`src/hw/conv_types_pkg.sv`:
```
/*
  Data formats shared by the convolution datapath.
  Buffers hold 32-bit words of four signed bytes, lowest byte first.
*/
`default_nettype none

package conv_types_pkg;

  // one buffer word or one register value
  typedef logic [31:0] word_t;

  // signed int8 sample as stored in the buffers
  typedef logic signed [7:0] byte_t;

  // running dot product, wraps at 32 bits
  typedef logic signed [31:0] acc_t;

  // full product inside the requantizer
  typedef logic signed [63:0] wide_t;

  // byte address into either buffer
  typedef logic [15:0] byte_addr_t;

  // word index into either buffer
  typedef logic [13:0] word_addr_t;

  // four consecutive words, lowest word in the low bits
  typedef logic [127:0] lanes_t;

  // one address step of the window walk
  typedef struct packed {
    word_addr_t in_word;
    word_addr_t flt_word;
    logic       valid;
    logic       last;
  } step_t;

  // bytes consumed per step and the words they span
  localparam int STEP_BYTES     = 16;
  localparam int WORDS_PER_STEP = 4;

endpackage

`default_nettype wire

```
`src/hw/conv_bus_pkg.sv`:
```
/*
  Wishbone classic bus structs, register map and configuration records.
  Configuration registers are write-only and read back as 0.
*/
`default_nettype none

package conv_bus_pkg;
  import conv_types_pkg::*;

  // request from the host, adr is a word address
  typedef struct packed {
    logic [11:0] adr;
    word_t       dat;
    logic        we;
    logic        stb;
    logic        cyc;
  } wb_req_t;

  typedef struct packed {
    word_t dat;
    logic  ack;
  } wb_rsp_t;

  // layer geometry and the input zero point
  typedef struct packed {
    word_t input_offset;
    word_t input_depth;
    word_t input_width;
    word_t start_input_x;
    word_t start_filter_x;
  } layer_cfg_t;

  // requantization of the final sum
  typedef struct packed {
    word_t bias;
    word_t multiplier;
    word_t shift;
    word_t act_min;
    word_t act_max;
    word_t output_offset;
  } quant_cfg_t;

  // region select lives in adr[11:10]
  localparam logic [1:0] REGION_REGS   = 2'd0;
  localparam logic [1:0] REGION_INPUT  = 2'd1;
  localparam logic [1:0] REGION_FILTER = 2'd2;

  // register index lives in adr[9:0]
  localparam logic [9:0] REG_INPUT_OFFSET = 10'd0;
  localparam logic [9:0] REG_DEPTH        = 10'd1;
  localparam logic [9:0] REG_WIDTH        = 10'd2;
  localparam logic [9:0] REG_START_IN     = 10'd3;
  localparam logic [9:0] REG_START_FLT    = 10'd4;
  localparam logic [9:0] REG_BIAS         = 10'd5;
  localparam logic [9:0] REG_MULT         = 10'd6;
  localparam logic [9:0] REG_SHIFT        = 10'd7;
  localparam logic [9:0] REG_ACT_MIN      = 10'd8;
  localparam logic [9:0] REG_ACT_MAX      = 10'd9;
  localparam logic [9:0] REG_OUT_OFFSET   = 10'd10;
  localparam logic [9:0] REG_CONTROL      = 10'd11;
  localparam logic [9:0] REG_RESULT       = 10'd12;

  // control register bits, a write of bit 0 requests a start
  localparam int CTRL_START_BIT = 0;
  localparam int CTRL_BUSY_BIT  = 0;
  localparam int CTRL_DONE_BIT  = 1;

endpackage

`default_nettype wire

```
`src/hw/window_sequencer.sv`:
```
/*
  Walks the filter and input ranges 16 bytes per cycle after a start.
  Assumes input_depth is a multiple of 16, byte addresses are 16 bits wide.
*/
`timescale 1ns/100ps
`default_nettype none

module window_sequencer import conv_types_pkg::*, conv_bus_pkg::*; #(
  parameter int KERNEL_LENGTH = 8
) (
  input  logic       clk,
  input  logic       rst_n,
  input  logic       start,
  input  layer_cfg_t layer_cfg,
  output step_t      step
);

  typedef enum logic [1:0] {
    S_IDLE,
    S_SETUP,
    S_RUN
  } seq_state_t;

  seq_state_t  state;
  byte_addr_t  flt_addr;
  byte_addr_t  flt_end;
  byte_addr_t  in_addr;
  byte_addr_t  in_end;
  logic [16:0] flt_next;
  logic [16:0] in_next;
  logic        step_valid;
  logic        step_last;

  // one extra bit keeps the end test honest near the top of the address space
  assign flt_next = {1'b0, flt_addr} + 17'(STEP_BYTES);
  assign in_next  = {1'b0, in_addr} + 17'(STEP_BYTES);

  // an empty window still sends one step so the accumulator releases a zero
  assign step_valid = (flt_addr < flt_end) && (in_addr < in_end);
  assign step_last  = !step_valid ||
                      (flt_next >= {1'b0, flt_end}) ||
                      (in_next >= {1'b0, in_end});

  always_ff @(posedge clk or negedge rst_n) begin
    if (!rst_n) begin
      state    <= S_IDLE;
      flt_addr <= '0;
      flt_end  <= '0;
      in_addr  <= '0;
      in_end   <= '0;
      step     <= '0;
    end else begin
      case (state)
        S_IDLE: begin
          step <= '0;
          if (start) begin
            // the multiplies get the whole setup cycle to settle
            flt_addr <= byte_addr_t'(layer_cfg.start_filter_x * layer_cfg.input_depth);
            flt_end  <= byte_addr_t'(word_t'(KERNEL_LENGTH) * layer_cfg.input_depth);
            in_addr  <= byte_addr_t'(layer_cfg.start_input_x * layer_cfg.input_depth);
            in_end   <= byte_addr_t'(layer_cfg.input_width * layer_cfg.input_depth);
            state    <= S_SETUP;
          end
        end
        S_SETUP, S_RUN: begin
          // issue the current addresses and move both ranges forward
          step.in_word  <= in_addr[15:2];
          step.flt_word <= flt_addr[15:2];
          step.valid    <= step_valid;
          step.last     <= step_last;
          flt_addr      <= flt_next[15:0];
          in_addr       <= in_next[15:0];
          state         <= step_last ? S_IDLE : S_RUN;
        end
        default: state <= S_IDLE;
      endcase
    end
  end

endmodule

`default_nettype wire

```
`config.mk`:
```
export PLATFORM = sky130hd
export DESIGN_NAME = window_sequencer
export DESIGN_NICKNAME = d
export VERILOG_FILES = /design/src/hw/conv_types_pkg.sv /design/src/hw/conv_bus_pkg.sv /design/src/hw/window_sequencer.sv
export SDC_FILE = /design/constraint.sdc
export NUM_CORES = 1
export LEC_CHECK = 0
export ABC_AREA = 1
export BUFFER_PORTS_ARGS = -buffer_cell sky130_fd_sc_hd__buf_2
export CORE_UTILIZATION = 29
export CTS_CLUSTER_DIAMETER = 150
export DETAILED_ROUTE_END_ITERATION = 12
export GPL_ROUTABILITY_DRIVEN = 0
export PLACE_DENSITY = 0.47
export SETUP_SLACK_MARGIN = 0.5
export SLEW_MARGIN = 10
export SYNTH_ARGS = -nofsm -noshare
export SYNTH_HDL_FRONTEND = slang
export SYNTH_SLANG_ARGS = --single-unit
```
`constraint.sdc`:
```
create_clock -name clk -period 2.8 [get_ports clk]
set_input_delay 0.14 -clock clk [delete_from_list [all_inputs] [get_ports clk]]
set_output_delay 0.14 -clock clk [all_outputs]
set_load 0.005 [all_outputs]
```
==> metrics.txt <==
IO Pins=roughly 190; most frequent cells in the layout=nand2_1 (663), inv_1 (607), buf_4 (236); worst skew pair latency=360 ps; startpoint types=primary input; RSZ-0062 raised after global routing=true; Finished Layout Cells=about 3.7k; Max VDD drop=about 1.0 mV; Nets=3450; H-Tree Depth=3; Synth top area share=0.266; Syn. warnings=0; Leak Pwr=~14 nW; Core ar.=about 62000 µm²; die area=between 60000 and 70000 µm²; final setup vio count=34; maximum number of pins on one net before global-route repair=60; Post-Synthesis Cells=roughly 2.5k; PwrDens=1290 nW/µm²; WL/cell=about 15 µm; fin crit share=1.65; worst hold slack=between 80 and 90 ps; Crit Path Category=in2reg; sequential fraction of the synthesis area=0.129; Post-Synth Simple-Gate Area=0.205; antenna cell count=0; failing checks=setup timing; layout cells sized above 1=0.274; Num CTS Buffers=9; Worst Hold Class=in2reg; dpl hpwl=between 40 and 50 mm; final worst setup slack=-1830 ps; vias=~16k; Int Pwr=0.0152 W; Area Overhead vs Synth=34.5%; area leader, netlist=fa_1; worst-margin pin slew=approximately 840 ps; count of cell types in the netlist=49; fin. max-slew vios=0; placed cells=roughly 3.6k; DRC violations left=0; IO buf count=96; adder-cell share of the synthesized area=0.407; Die Span Y=252 µm; WL final=roughly 56 mm; GR Overflow Total=0; Clock power frac=0.038; fmax=216 MHz; Seq cells post-synth=93; multiplexer share of the synthesized area=0; clock sinks=93; # rows=91; Worst setup EP type=register; vias per cell=4.40; starting density of the core=0.293; most common cell after layout, fill and taps aside=nand2_1; max_cap viols=0; die width=~250 µm; first-pass GRT wire length=92.2 mm; Post-synth ARST share=1.00; Post-Syn Area per Cell=a little over 7 µm²; top_reg_cell synth=dfrtp_1; root buffer cell=clkbuf_16; crit-path max FO=7; CTS tree=built; 1st-pass router iterations=5; DR iter-0 viols=around 810; gr usage total=0.184; switch share=0.513; clock tree buffer depth=2; status=complete, but fails checks; CP arrival=~5000 ps; CTS clk-pin slew, worst paths=around 70 ps; clock skew=~12 ps; Data required, critical path=around 3100 ps; final antenna-violating net count=0; switching power=0.0160 W; sequential power share=0.078; Synth area leaders=fa_1 (27%), nand2_1 (15%), inv_1 (14%); combinational power share=0.884; xor/xnor share of the synthesized area=0.0304; antenna violations before repair=0; largest family of logic cells by synthesized area=adder cells; Final Critical Period=around 4600 ps; number of global-route vias before repair=around 17k; area of the mapped netlist=~18000 µm²; Rel. slew slack=0.443; Post-Syn Nets=~3.1k; Compound-Gate Fraction of Synth Area=0.0639; Hold Fails Final Rpt=0; number of synthesized flops with an enable pin=0
## synth_stat cells, types with 2 or more instances
cell type,instances
o21bai_1,6
nor2_2,3
inv_2,7
nor3_1,11
or2_1,4
nor4_1,5
nand3_1,81
clkbuf_1,64
o21ai_1,12
a21o_1,2
buf_1,7
a31oi_1,11
buf_2,19
nand2_1,727
o22ai_1,5
dfrtp_1,93
o221ai_1,4
nand2_2,2
o21ai_0,84
buf_4,3
o21a_1,2
a22oi_1,2
xnor2_1,24
nand3b_1,7
ha_1,204
nor2_1,58
inv_1,689
nand2b_1,2
fa_1,240
a21oi_1,68
a211oi_1,2
o211ai_1,7
xor2_1,35
nand4_1,12
## timing repair
action,CTS,global route
pin swaps,134,111
endpoints found under the hold margin,57,0
cloned,1,0
resized for setup,248,182
endpoints found under the setup margin,39,39
buffers inserted,41,18
hold buffers,1,0
## kinds of logic (layout without fill, tap and decap cells)
| family | count (synthesis) | in the layout |
|---|---|---|
| simple gates | 919 | 919 |
| buf+inv | 790 | 1121 |
| fa+ha+maj | 444 | 444 |
| compound gates | 210 | 210 |
| flops | 93 | 93 |
| xor+xnor | 61 | 61 |
## power groups by stage
| stage | sequential, W | combinational (W) | clock [W] |
|---|---|---|---|
| floorplan | 0.00238 | 0.0148 | 0 |
| global placement | 0.00245 | 0.0226 | 0 |
| detailed placement | 0.00246 | 0.0229 | 0 |
| CTS | 0.00243 | 0.0254 | 0.00125 |
| global route | 0.00251 | 0.0308 | 0.00130 |
| finish | 0.00242 | 0.0277 | 0.00120 |
## path summary, 6_finish.rpt
kind	slack, ps	startpoint	cells past startpoint	to
worst max-delay path	-1830	layer_cfg[102]	27	in_end[15]$_DFFE_PN0P_
worst min-delay path	90	start	4	state[1]$_DFFE_PN0N_
worst max register to register	130	in_addr[5]$_DFFE_PN0P_	16	step[0]$_DFFE_PN0P_
max in group asynchronous	1540	rst_n	3	in_end[5]$_DFFE_PN0P_
min in group asynchronous	410	rst_n	2	step[16]$_DFFE_PN0P_
worst min register to register	470	step[23]$_DFFE_PN0P_	2	step[23]$_DFFE_PN0P_
## per-layer routing
metal	part of all wire	GRT usage	vias to the layer above
met4	0.016	0.0343	0
met2	0.48	0.315	254
met3	0.031	0.0141	33
met1	0.47	0.256	7865
li1	-	-	8051
met5	0	0	-
## sequential cells by signal, indices dropped and copies added (netlist names)
register,flops
flt_end,13
step,30
in_end,16
flt_addr,16
in_addr,16
state,2
## stage by stage
step | setup WS [ps] | utilization | TNS (ps) | instance area [µm²] | power (W)
floorplan | -1950 | - | -42360 | 19100 | 0.0171
global placement | -2420 | 0.355 | -67730 | 21900 | 0.0250
detailed placement | -2510 | 0.355 | -69480 | 21900 | 0.0253
CTS | -1820 | 0.381 | -42480 | 23500 | 0.0291
global route | -2010 | 0.394 | -47780 | 24300 | 0.0346
finish | -1830 | 0.394 | -42670 | 24300 | 0.0313
## final cells by class
type                       count  area, µm²
clock buffer                  11        243
clock inverter                 5       43.8
fill                        6468      37400
inverter                     697       2620
multi-input combinational   1634      14500
sequential                    93       2330
tap                          837       1050
timing repair buffer         408       3510
## worst max-delay path: stages
cell     delay (ps)
buf_8           110
buf_12          140
buf_12          140
nand2_4          50
inv_2            30
fa_1            470
inv_1            50
fa_1            510
fa_1            440
fa_1            500
inv_1            50
fa_1            480
inv_1            50
fa_1            490
inv_2            40
ha_4            290
inv_4            40
nor3_4          180
nand3_2         120
nand3_2         100
nand2_2          60
a21oi_2         140
nor2_2           50
inv_1            50
nand2_1          50
nand3_1          60
nand2_1          50
(Power assumes the default switching activity.)
