### src/hw/conv_types_pkg.sv
/*
  Data formats shared by the convolution datapath.
  Buffers hold 32-bit words of four signed bytes, lowest byte first.
*/
`default_nettype none

package conv_types_pkg;

  // one buffer word or one register value
  typedef logic [31:0] word_t;

  // signed int8 sample as stored in the buffers
  typedef logic signed [7:0] byte_t;

  // running dot product, wraps at 32 bits
  typedef logic signed [31:0] acc_t;

  // full product inside the requantizer
  typedef logic signed [63:0] wide_t;

  // byte address into either buffer
  typedef logic [15:0] byte_addr_t;

  // word index into either buffer
  typedef logic [13:0] word_addr_t;

  // four consecutive words, lowest word in the low bits
  typedef logic [127:0] lanes_t;

  // one address step of the window walk
  typedef struct packed {
    word_addr_t in_word;
    word_addr_t flt_word;
    logic       valid;
    logic       last;
  } step_t;

  // bytes consumed per step and the words they span
  localparam int STEP_BYTES     = 16;
  localparam int WORDS_PER_STEP = 4;

endpackage

`default_nettype wire

### src/hw/conv_bus_pkg.sv
/*
  Wishbone classic bus structs, register map and configuration records.
  Configuration registers are write-only and read back as 0.
*/
`default_nettype none

package conv_bus_pkg;
  import conv_types_pkg::*;

  // request from the host, adr is a word address
  typedef struct packed {
    logic [11:0] adr;
    word_t       dat;
    logic        we;
    logic        stb;
    logic        cyc;
  } wb_req_t;

  typedef struct packed {
    word_t dat;
    logic  ack;
  } wb_rsp_t;

  // layer geometry and the input zero point
  typedef struct packed {
    word_t input_offset;
    word_t input_depth;
    word_t input_width;
    word_t start_input_x;
    word_t start_filter_x;
  } layer_cfg_t;

  // requantization of the final sum
  typedef struct packed {
    word_t bias;
    word_t multiplier;
    word_t shift;
    word_t act_min;
    word_t act_max;
    word_t output_offset;
  } quant_cfg_t;

  // region select lives in adr[11:10]
  localparam logic [1:0] REGION_REGS   = 2'd0;
  localparam logic [1:0] REGION_INPUT  = 2'd1;
  localparam logic [1:0] REGION_FILTER = 2'd2;

  // register index lives in adr[9:0]
  localparam logic [9:0] REG_INPUT_OFFSET = 10'd0;
  localparam logic [9:0] REG_DEPTH        = 10'd1;
  localparam logic [9:0] REG_WIDTH        = 10'd2;
  localparam logic [9:0] REG_START_IN     = 10'd3;
  localparam logic [9:0] REG_START_FLT    = 10'd4;
  localparam logic [9:0] REG_BIAS         = 10'd5;
  localparam logic [9:0] REG_MULT         = 10'd6;
  localparam logic [9:0] REG_SHIFT        = 10'd7;
  localparam logic [9:0] REG_ACT_MIN      = 10'd8;
  localparam logic [9:0] REG_ACT_MAX      = 10'd9;
  localparam logic [9:0] REG_OUT_OFFSET   = 10'd10;
  localparam logic [9:0] REG_CONTROL      = 10'd11;
  localparam logic [9:0] REG_RESULT       = 10'd12;

  // control register bits, a write of bit 0 requests a start
  localparam int CTRL_START_BIT = 0;
  localparam int CTRL_BUSY_BIT  = 0;
  localparam int CTRL_DONE_BIT  = 1;

endpackage

`default_nettype wire

### src/hw/conv_regs.sv
/*
  Wishbone classic slave with no wait states, ack one cycle after the request.
  Buffers are write-only, a start while busy is dropped.
*/
`timescale 1ns/100ps
`default_nettype none

module conv_regs import conv_types_pkg::*, conv_bus_pkg::*; (
  input  logic       clk,
  input  logic       rst_n,
  input  wb_req_t    wb_req,
  output wb_rsp_t    wb_rsp,
  output layer_cfg_t layer_cfg,
  output quant_cfg_t quant_cfg,
  output logic       start,
  output logic       in_we,
  output logic       flt_we,
  output word_addr_t wr_word,
  output word_t      wr_data,
  input  word_t      result,
  input  logic       result_valid
);

  logic       ack;
  logic       accept;
  logic       wr_accept;
  logic [1:0] region;
  logic [9:0] reg_idx;
  logic       reg_wr;
  logic       start_req;
  logic       busy;
  logic       done;
  word_t      rd_mux;
  word_t      rd_data;
  word_t      result_q;

  // a live request is taken unless it is the one just acked
  assign accept    = wb_req.cyc && wb_req.stb && !ack;
  assign wr_accept = accept && wb_req.we;
  assign region    = wb_req.adr[11:10];
  assign reg_idx   = wb_req.adr[9:0];
  assign reg_wr    = wr_accept && (region == REGION_REGS);

  // buffer writes land on the same edge that samples the request
  assign in_we   = wr_accept && (region == REGION_INPUT);
  assign flt_we  = wr_accept && (region == REGION_FILTER);
  assign wr_word = word_addr_t'(reg_idx);
  assign wr_data = wb_req.dat;

  assign start_req = reg_wr && (reg_idx == REG_CONTROL) &&
                     wb_req.dat[CTRL_START_BIT] && !busy;

  // configuration registers
  always_ff @(posedge clk or negedge rst_n) begin
    if (!rst_n) begin
      layer_cfg <= '0;
      quant_cfg <= '0;
    end else if (reg_wr) begin
      case (reg_idx)
        REG_INPUT_OFFSET: layer_cfg.input_offset   <= wb_req.dat;
        REG_DEPTH:        layer_cfg.input_depth    <= wb_req.dat;
        REG_WIDTH:        layer_cfg.input_width    <= wb_req.dat;
        REG_START_IN:     layer_cfg.start_input_x  <= wb_req.dat;
        REG_START_FLT:    layer_cfg.start_filter_x <= wb_req.dat;
        REG_BIAS:         quant_cfg.bias           <= wb_req.dat;
        REG_MULT:         quant_cfg.multiplier     <= wb_req.dat;
        REG_SHIFT:        quant_cfg.shift          <= wb_req.dat;
        REG_ACT_MIN:      quant_cfg.act_min        <= wb_req.dat;
        REG_ACT_MAX:      quant_cfg.act_max        <= wb_req.dat;
        REG_OUT_OFFSET:   quant_cfg.output_offset  <= wb_req.dat;
        default: ;
      endcase
    end
  end

  // start wins over a result that finishes in the same cycle
  always_ff @(posedge clk or negedge rst_n) begin
    if (!rst_n) begin
      ack   <= 1'b0;
      start <= 1'b0;
      busy  <= 1'b0;
      done  <= 1'b0;
    end else begin
      ack   <= accept;
      start <= start_req;
      if (start_req) begin
        busy <= 1'b1;
        done <= 1'b0;
      end else if (result_valid) begin
        busy <= 1'b0;
        done <= 1'b1;
      end
    end
  end

  // only status and result are readable, everything else reads 0
  always_comb begin
    rd_mux = '0;
    if (region == REGION_REGS) begin
      if (reg_idx == REG_CONTROL) begin
        rd_mux[CTRL_BUSY_BIT] = busy;
        rd_mux[CTRL_DONE_BIT] = done;
      end else if (reg_idx == REG_RESULT) begin
        rd_mux = result_q;
      end
    end
  end

  // the result reads 0 until the first run finishes
  always_ff @(posedge clk or negedge rst_n) begin
    if (!rst_n) begin
      rd_data  <= '0;
      result_q <= '0;
    end else begin
      if (accept) begin
        rd_data <= wb_req.we ? '0 : rd_mux;
      end
      if (result_valid) begin
        result_q <= result;
      end
    end
  end

  assign wb_rsp = '{dat: rd_data, ack: ack};

endmodule

`default_nettype wire

### config.mk
export PLATFORM = sky130hd
export DESIGN_NAME = conv_regs
export DESIGN_NICKNAME = d
export VERILOG_FILES = /design/src/hw/conv_types_pkg.sv /design/src/hw/conv_bus_pkg.sv /design/src/hw/conv_regs.sv
export SDC_FILE = /design/constraint.sdc
export NUM_CORES = 1
export LEC_CHECK = 0
export CORE_AREA = 2 2 202 204
export CTS_CLUSTER_DIAMETER = 80
export CTS_CLUSTER_SIZE = 12
export DETAILED_ROUTE_END_ITERATION = 7
export DIE_AREA = 0 0 204 206
export DONT_BUFFER_PORTS = 1
export HOLD_SLACK_MARGIN = 0.06
export PLACE_DENSITY = 0.55
export SETUP_SLACK_MARGIN = 0.5
export SYNTH_ARGS = -nofsm -noshare
export SYNTH_HDL_FRONTEND = slang
export SYNTH_SLANG_ARGS = --single-unit
export TNS_END_PERCENT = 50
### constraint.sdc
create_clock -name clk -period 2.2 [get_ports clk]
set_clock_uncertainty 0.05 [all_clocks]
set_input_delay 0.33 -clock clk [delete_from_list [all_inputs] [get_ports clk]]
set_output_delay 0.33 -clock clk [all_outputs]
set_load 0.02 [all_outputs]
==> metrics.md <==
| Metric | Value |
|---|---|
| Status | finished, violations left |
| Failing checks | negative hold slack, negative setup slack |
| Number of routed nets with antenna violations | 0 |
| Clock Path Buffers | 3 |
| Drt initial violations | 385 |
| Gr usage total | approximately a fifth |
| WHS | -0.5738 ns |
| Reg2Reg Depth | 6 |
| CTS tree | done |
| Die height | between 200 and 250 µm |
| Finished Cell Area | slightly above 20000 µm² |
| Via density | 5.418 |
| First-pass DRT Iterations | 4 |
| PD cells | between 700 and 800 nW/µm² |
| Vias | approximately 8800 |
| Cell internal pwr | between 10 and 15 mW |
| Ports | 516 |
| Gpl congestion | around 0.74 |
| DIE AREA | 42020 µm² |
| Reg area | around 11000 µm² |
| Port-buffer cells | 0 |
| CTS Buf Count | between 40 and 50 |
| Main synth FF type | dfrtp_1 |
| Comb pwr share | under 10% |
| Max-cap violations | 0 |
| CP startpoint kind | flip-flop |
| Core area | between 40000 and 50000 µm² |
| Setup-failing EPs final | 1 |
| Post-Syn Area | between 15000 and 20000 µm² |
| Min Tclk post-route | 2.202 ns |
| Avg Inst Size Synth | between 15 and 20 µm² |
| Switching part of the total | a little over a fifth |
| RR Startpoint | ack$_DFF_PN0_ |
| Final hold violations | 420 |
| Grt peak-use layer | met2 |
| Grt met2 use | 33.41% |
| Crit Path Class | reg -> reg |
| H-tree Lvls | 2 |
| Hold Crit Class | in -> async |
| Req. time, crit path | 2.59 ns |
| Initial Util | between 40% and 50% |
| Syn. warnings | 0 |
| Met3 usage | between 7 and 8% |
| R2R Setup Slk | -0.002 ns |
| #FFs+latches synth | 420 |
| Clk_lat worst skew | 0.55 ns |
| Synth async-reset ratio | between 90% and 100% |
| Crit. End Element | flip-flop |
| Peak VDD IR | about 0.6 mV |
| Std cell rows | 74 |
| R2r endpoint | quant_cfg[46]$_DFFE_PN0P_ |
| First-pass GRT wire length | roughly 64000 µm |
| Syn-to-layout area delta | 26.43% |
| Largest net degree at the start of global routing | 421 |
| Most frequent cells in the layout | 420 x dfrtp_1, 256 x mux2_4, 128 x mux2_2 |
| Commonest non-fill, non-tap cell in the layout | dfrtp_1 |
| # hold bufs at CTS | 72 |
| Share of layout cells above drive strength 1 | between 40% and 50% |
| Max_slew headroom | a little under two fifths |
| Max Fanout on Critical Path | 9 |
| Sequential-to-total area share from yosys stat | between 60% and 70% |
| Post-route insts no fill | roughly 1600 |
| Detailed Route WL | between 40000 and 50000 µm |
| Multi-input gate area | 5962 µm² |
| Post-synth EDFFs | 0 |
| Die Wd | roughly 200 µm |
| Critical Path AT | between 2 and 3 ns |
| Tightest Pin Transition | 0.9373 ns |
| Clock root buffer | clkbuf_16 |
| Fillers | 3307 |
| Final period utilization | 100.1% |
| Layout Nets | around 1200 |
| RSZ-0062 raised after global routing | true |
| CTS Sinks | 420 |
| Lkg Pwr | 10.03 nW |
| Met1 usage | a little over a quarter |
| Max frequency | about 0.45 GHz |
| Share of total power in the clock network | between 40 and 50% |
| Vias in the first global route | approximately 9000 |
| Dpl hpwl | between 20000 and 30000 µm |
| Initial antenna violation count | 5 |
| Drc violations | 0 |
| Grt ovf | 0 |
| WL/cell | between 20 and 30 µm |
| Placed cell count | approximately 1500 |
| Final setup margin | -0.002031 ns |
| Finished Core Util | 50.89% |
| Clk slew on worst S/H paths | about 0.060 ns |
| Area after DPL | around 17000 µm² |
| Net Switching | approximately 3.1 mW |
| Mapped Cells | roughly 1000 |
| Slew Viols, Final | 0 |
| Yosys cell types | 34 |
| Sequential Power Share | between 50 and 60% |
## cells by family after synthesis
kind of cell	count (synthesis)	synth area share (%)
simple gates	40	1.717
buf+inv	129	4.726
compound gates	35	1.826
mux	384	26.73
flops	420	64.98
other cells	1	0.02318
## power groups by stage
stage          Sequential, mW  Combinational [mW]  Clock, mW
2_1_floorplan            7.97               0.298          0
3_3_place_gp             7.98               0.126          0
3_5_place_dp             7.98               0.129          0
4_1_cts                  7.84               0.371       6.76
5_1_grt                  7.84               0.416       7.05
6_report                 7.84               0.389       6.58
## registers in the layout (all words and copies together) (netlist names)
name and count:
ack 1, busy 1, done 1, layer_cfg 160, quant_cfg 192, rd_data 32, result_q 32, start 1
## worst max-delay path by stage
| stage | cells after the start | endpoint | from | slack, ns |
|---|---|---|---|---|
| after CTS | 5 | quant_cfg[12]$_DFFE_PN0P_ | ack$_DFF_PN0_ | 0.003 |
| after global routing | 6 | quant_cfg[12]$_DFFE_PN0P_ | ack$_DFF_PN0_ | -0.08 |
| final | 6 | quant_cfg[46]$_DFFE_PN0P_ | ack$_DFF_PN0_ | -0.002 |
| after detailed placement | 6 | layer_cfg[28]$_DFFE_PN0P_ | wb_req[38] | -0.14 |
| after global placement | 6 | layer_cfg[30]$_DFFE_PN0P_ | wb_req[38] | -0.18 |
| after floorplan | 5 | quant_cfg[33]$_DFFE_PN0P_ | wb_req[44] | 0.05 |
## area by class of cell
cell class | instances | share of cell area [%]
Sequential cell | 420 | 51.39
Clock buffer | 45 | 5.506
Multi-Input combinational cell | 463 | 29.15
Clock inverter | 4 | 0.2692
Antenna cell | 1 | 0.01224
Timing Repair Buffer | 149 | 10.36
Tap cell | 532 | 3.255
Inverter | 2 | 0.04894
## worst max-delay path, cell delays in order, from the launching register on
cell       delay (ns)
dfrtp_1          0.40
nand3b_4         0.21
or4_4            0.58
nor3_4           0.18
buf_6            0.15
clkbuf_16        0.18
mux2_2           0.33
## synthesized netlist by cell type (2+ instances only)
master	number	area share, %
mux2_1	8	0.56
o21ai_0	2	0.062
and4b_1	2	0.12
mux2_2	376	26
inv_1	2	0.046
nor3_4	2	0.20
buf_6	9	0.63
dfrtp_1	420	65
buf_2	28	0.87
nor3_1	6	0.19
nor2_1	5	0.12
nor4_1	4	0.15
nand2_1	7	0.16
or4_4	2	0.14
buf_4	47	2.2
and4_1	2	0.11
clkbuf_1	41	0.95
a22o_1	30	1.6
## routing by layer
metal / up-vias / wire (µm) / part of all wire [%]
met2: 361 / 22310 / 46
met3: 76 / 4109 / 8.5
met1: 4713 / 20700 / 43
li1: 3598 / - / -
met5: - / 49 / 0.10
met4: 8 / 975 / 2.0
## metrics by stage
step | hold slack (ns) | power, mW | worst slack (ns) | setup TNS (ns)
floorplan | -0.01559 | 8.266 | 0.04539 | 0
global placement | -0.007449 | 8.104 | -0.1766 | -10.45
detailed placement | -0.007643 | 8.108 | -0.1444 | -9.315
CTS | -0.6022 | 14.97 | 0.002593 | 0
global route | -0.6059 | 15.31 | -0.07912 | -2.857
finish | -0.5738 | 14.81 | -0.002031 | -0.002031
## what timing repair did
action / CTS / global route
buffers inserted: 12 / 9
pin swaps: 4 / 7
gates cloned: 8 / 12
hold endpoints to repair: 809 / 420
gates resized for setup: 31 / 233
endpoints found under the setup margin: 355 / 361
Note: power is estimated with default switching activity, not from simulation.
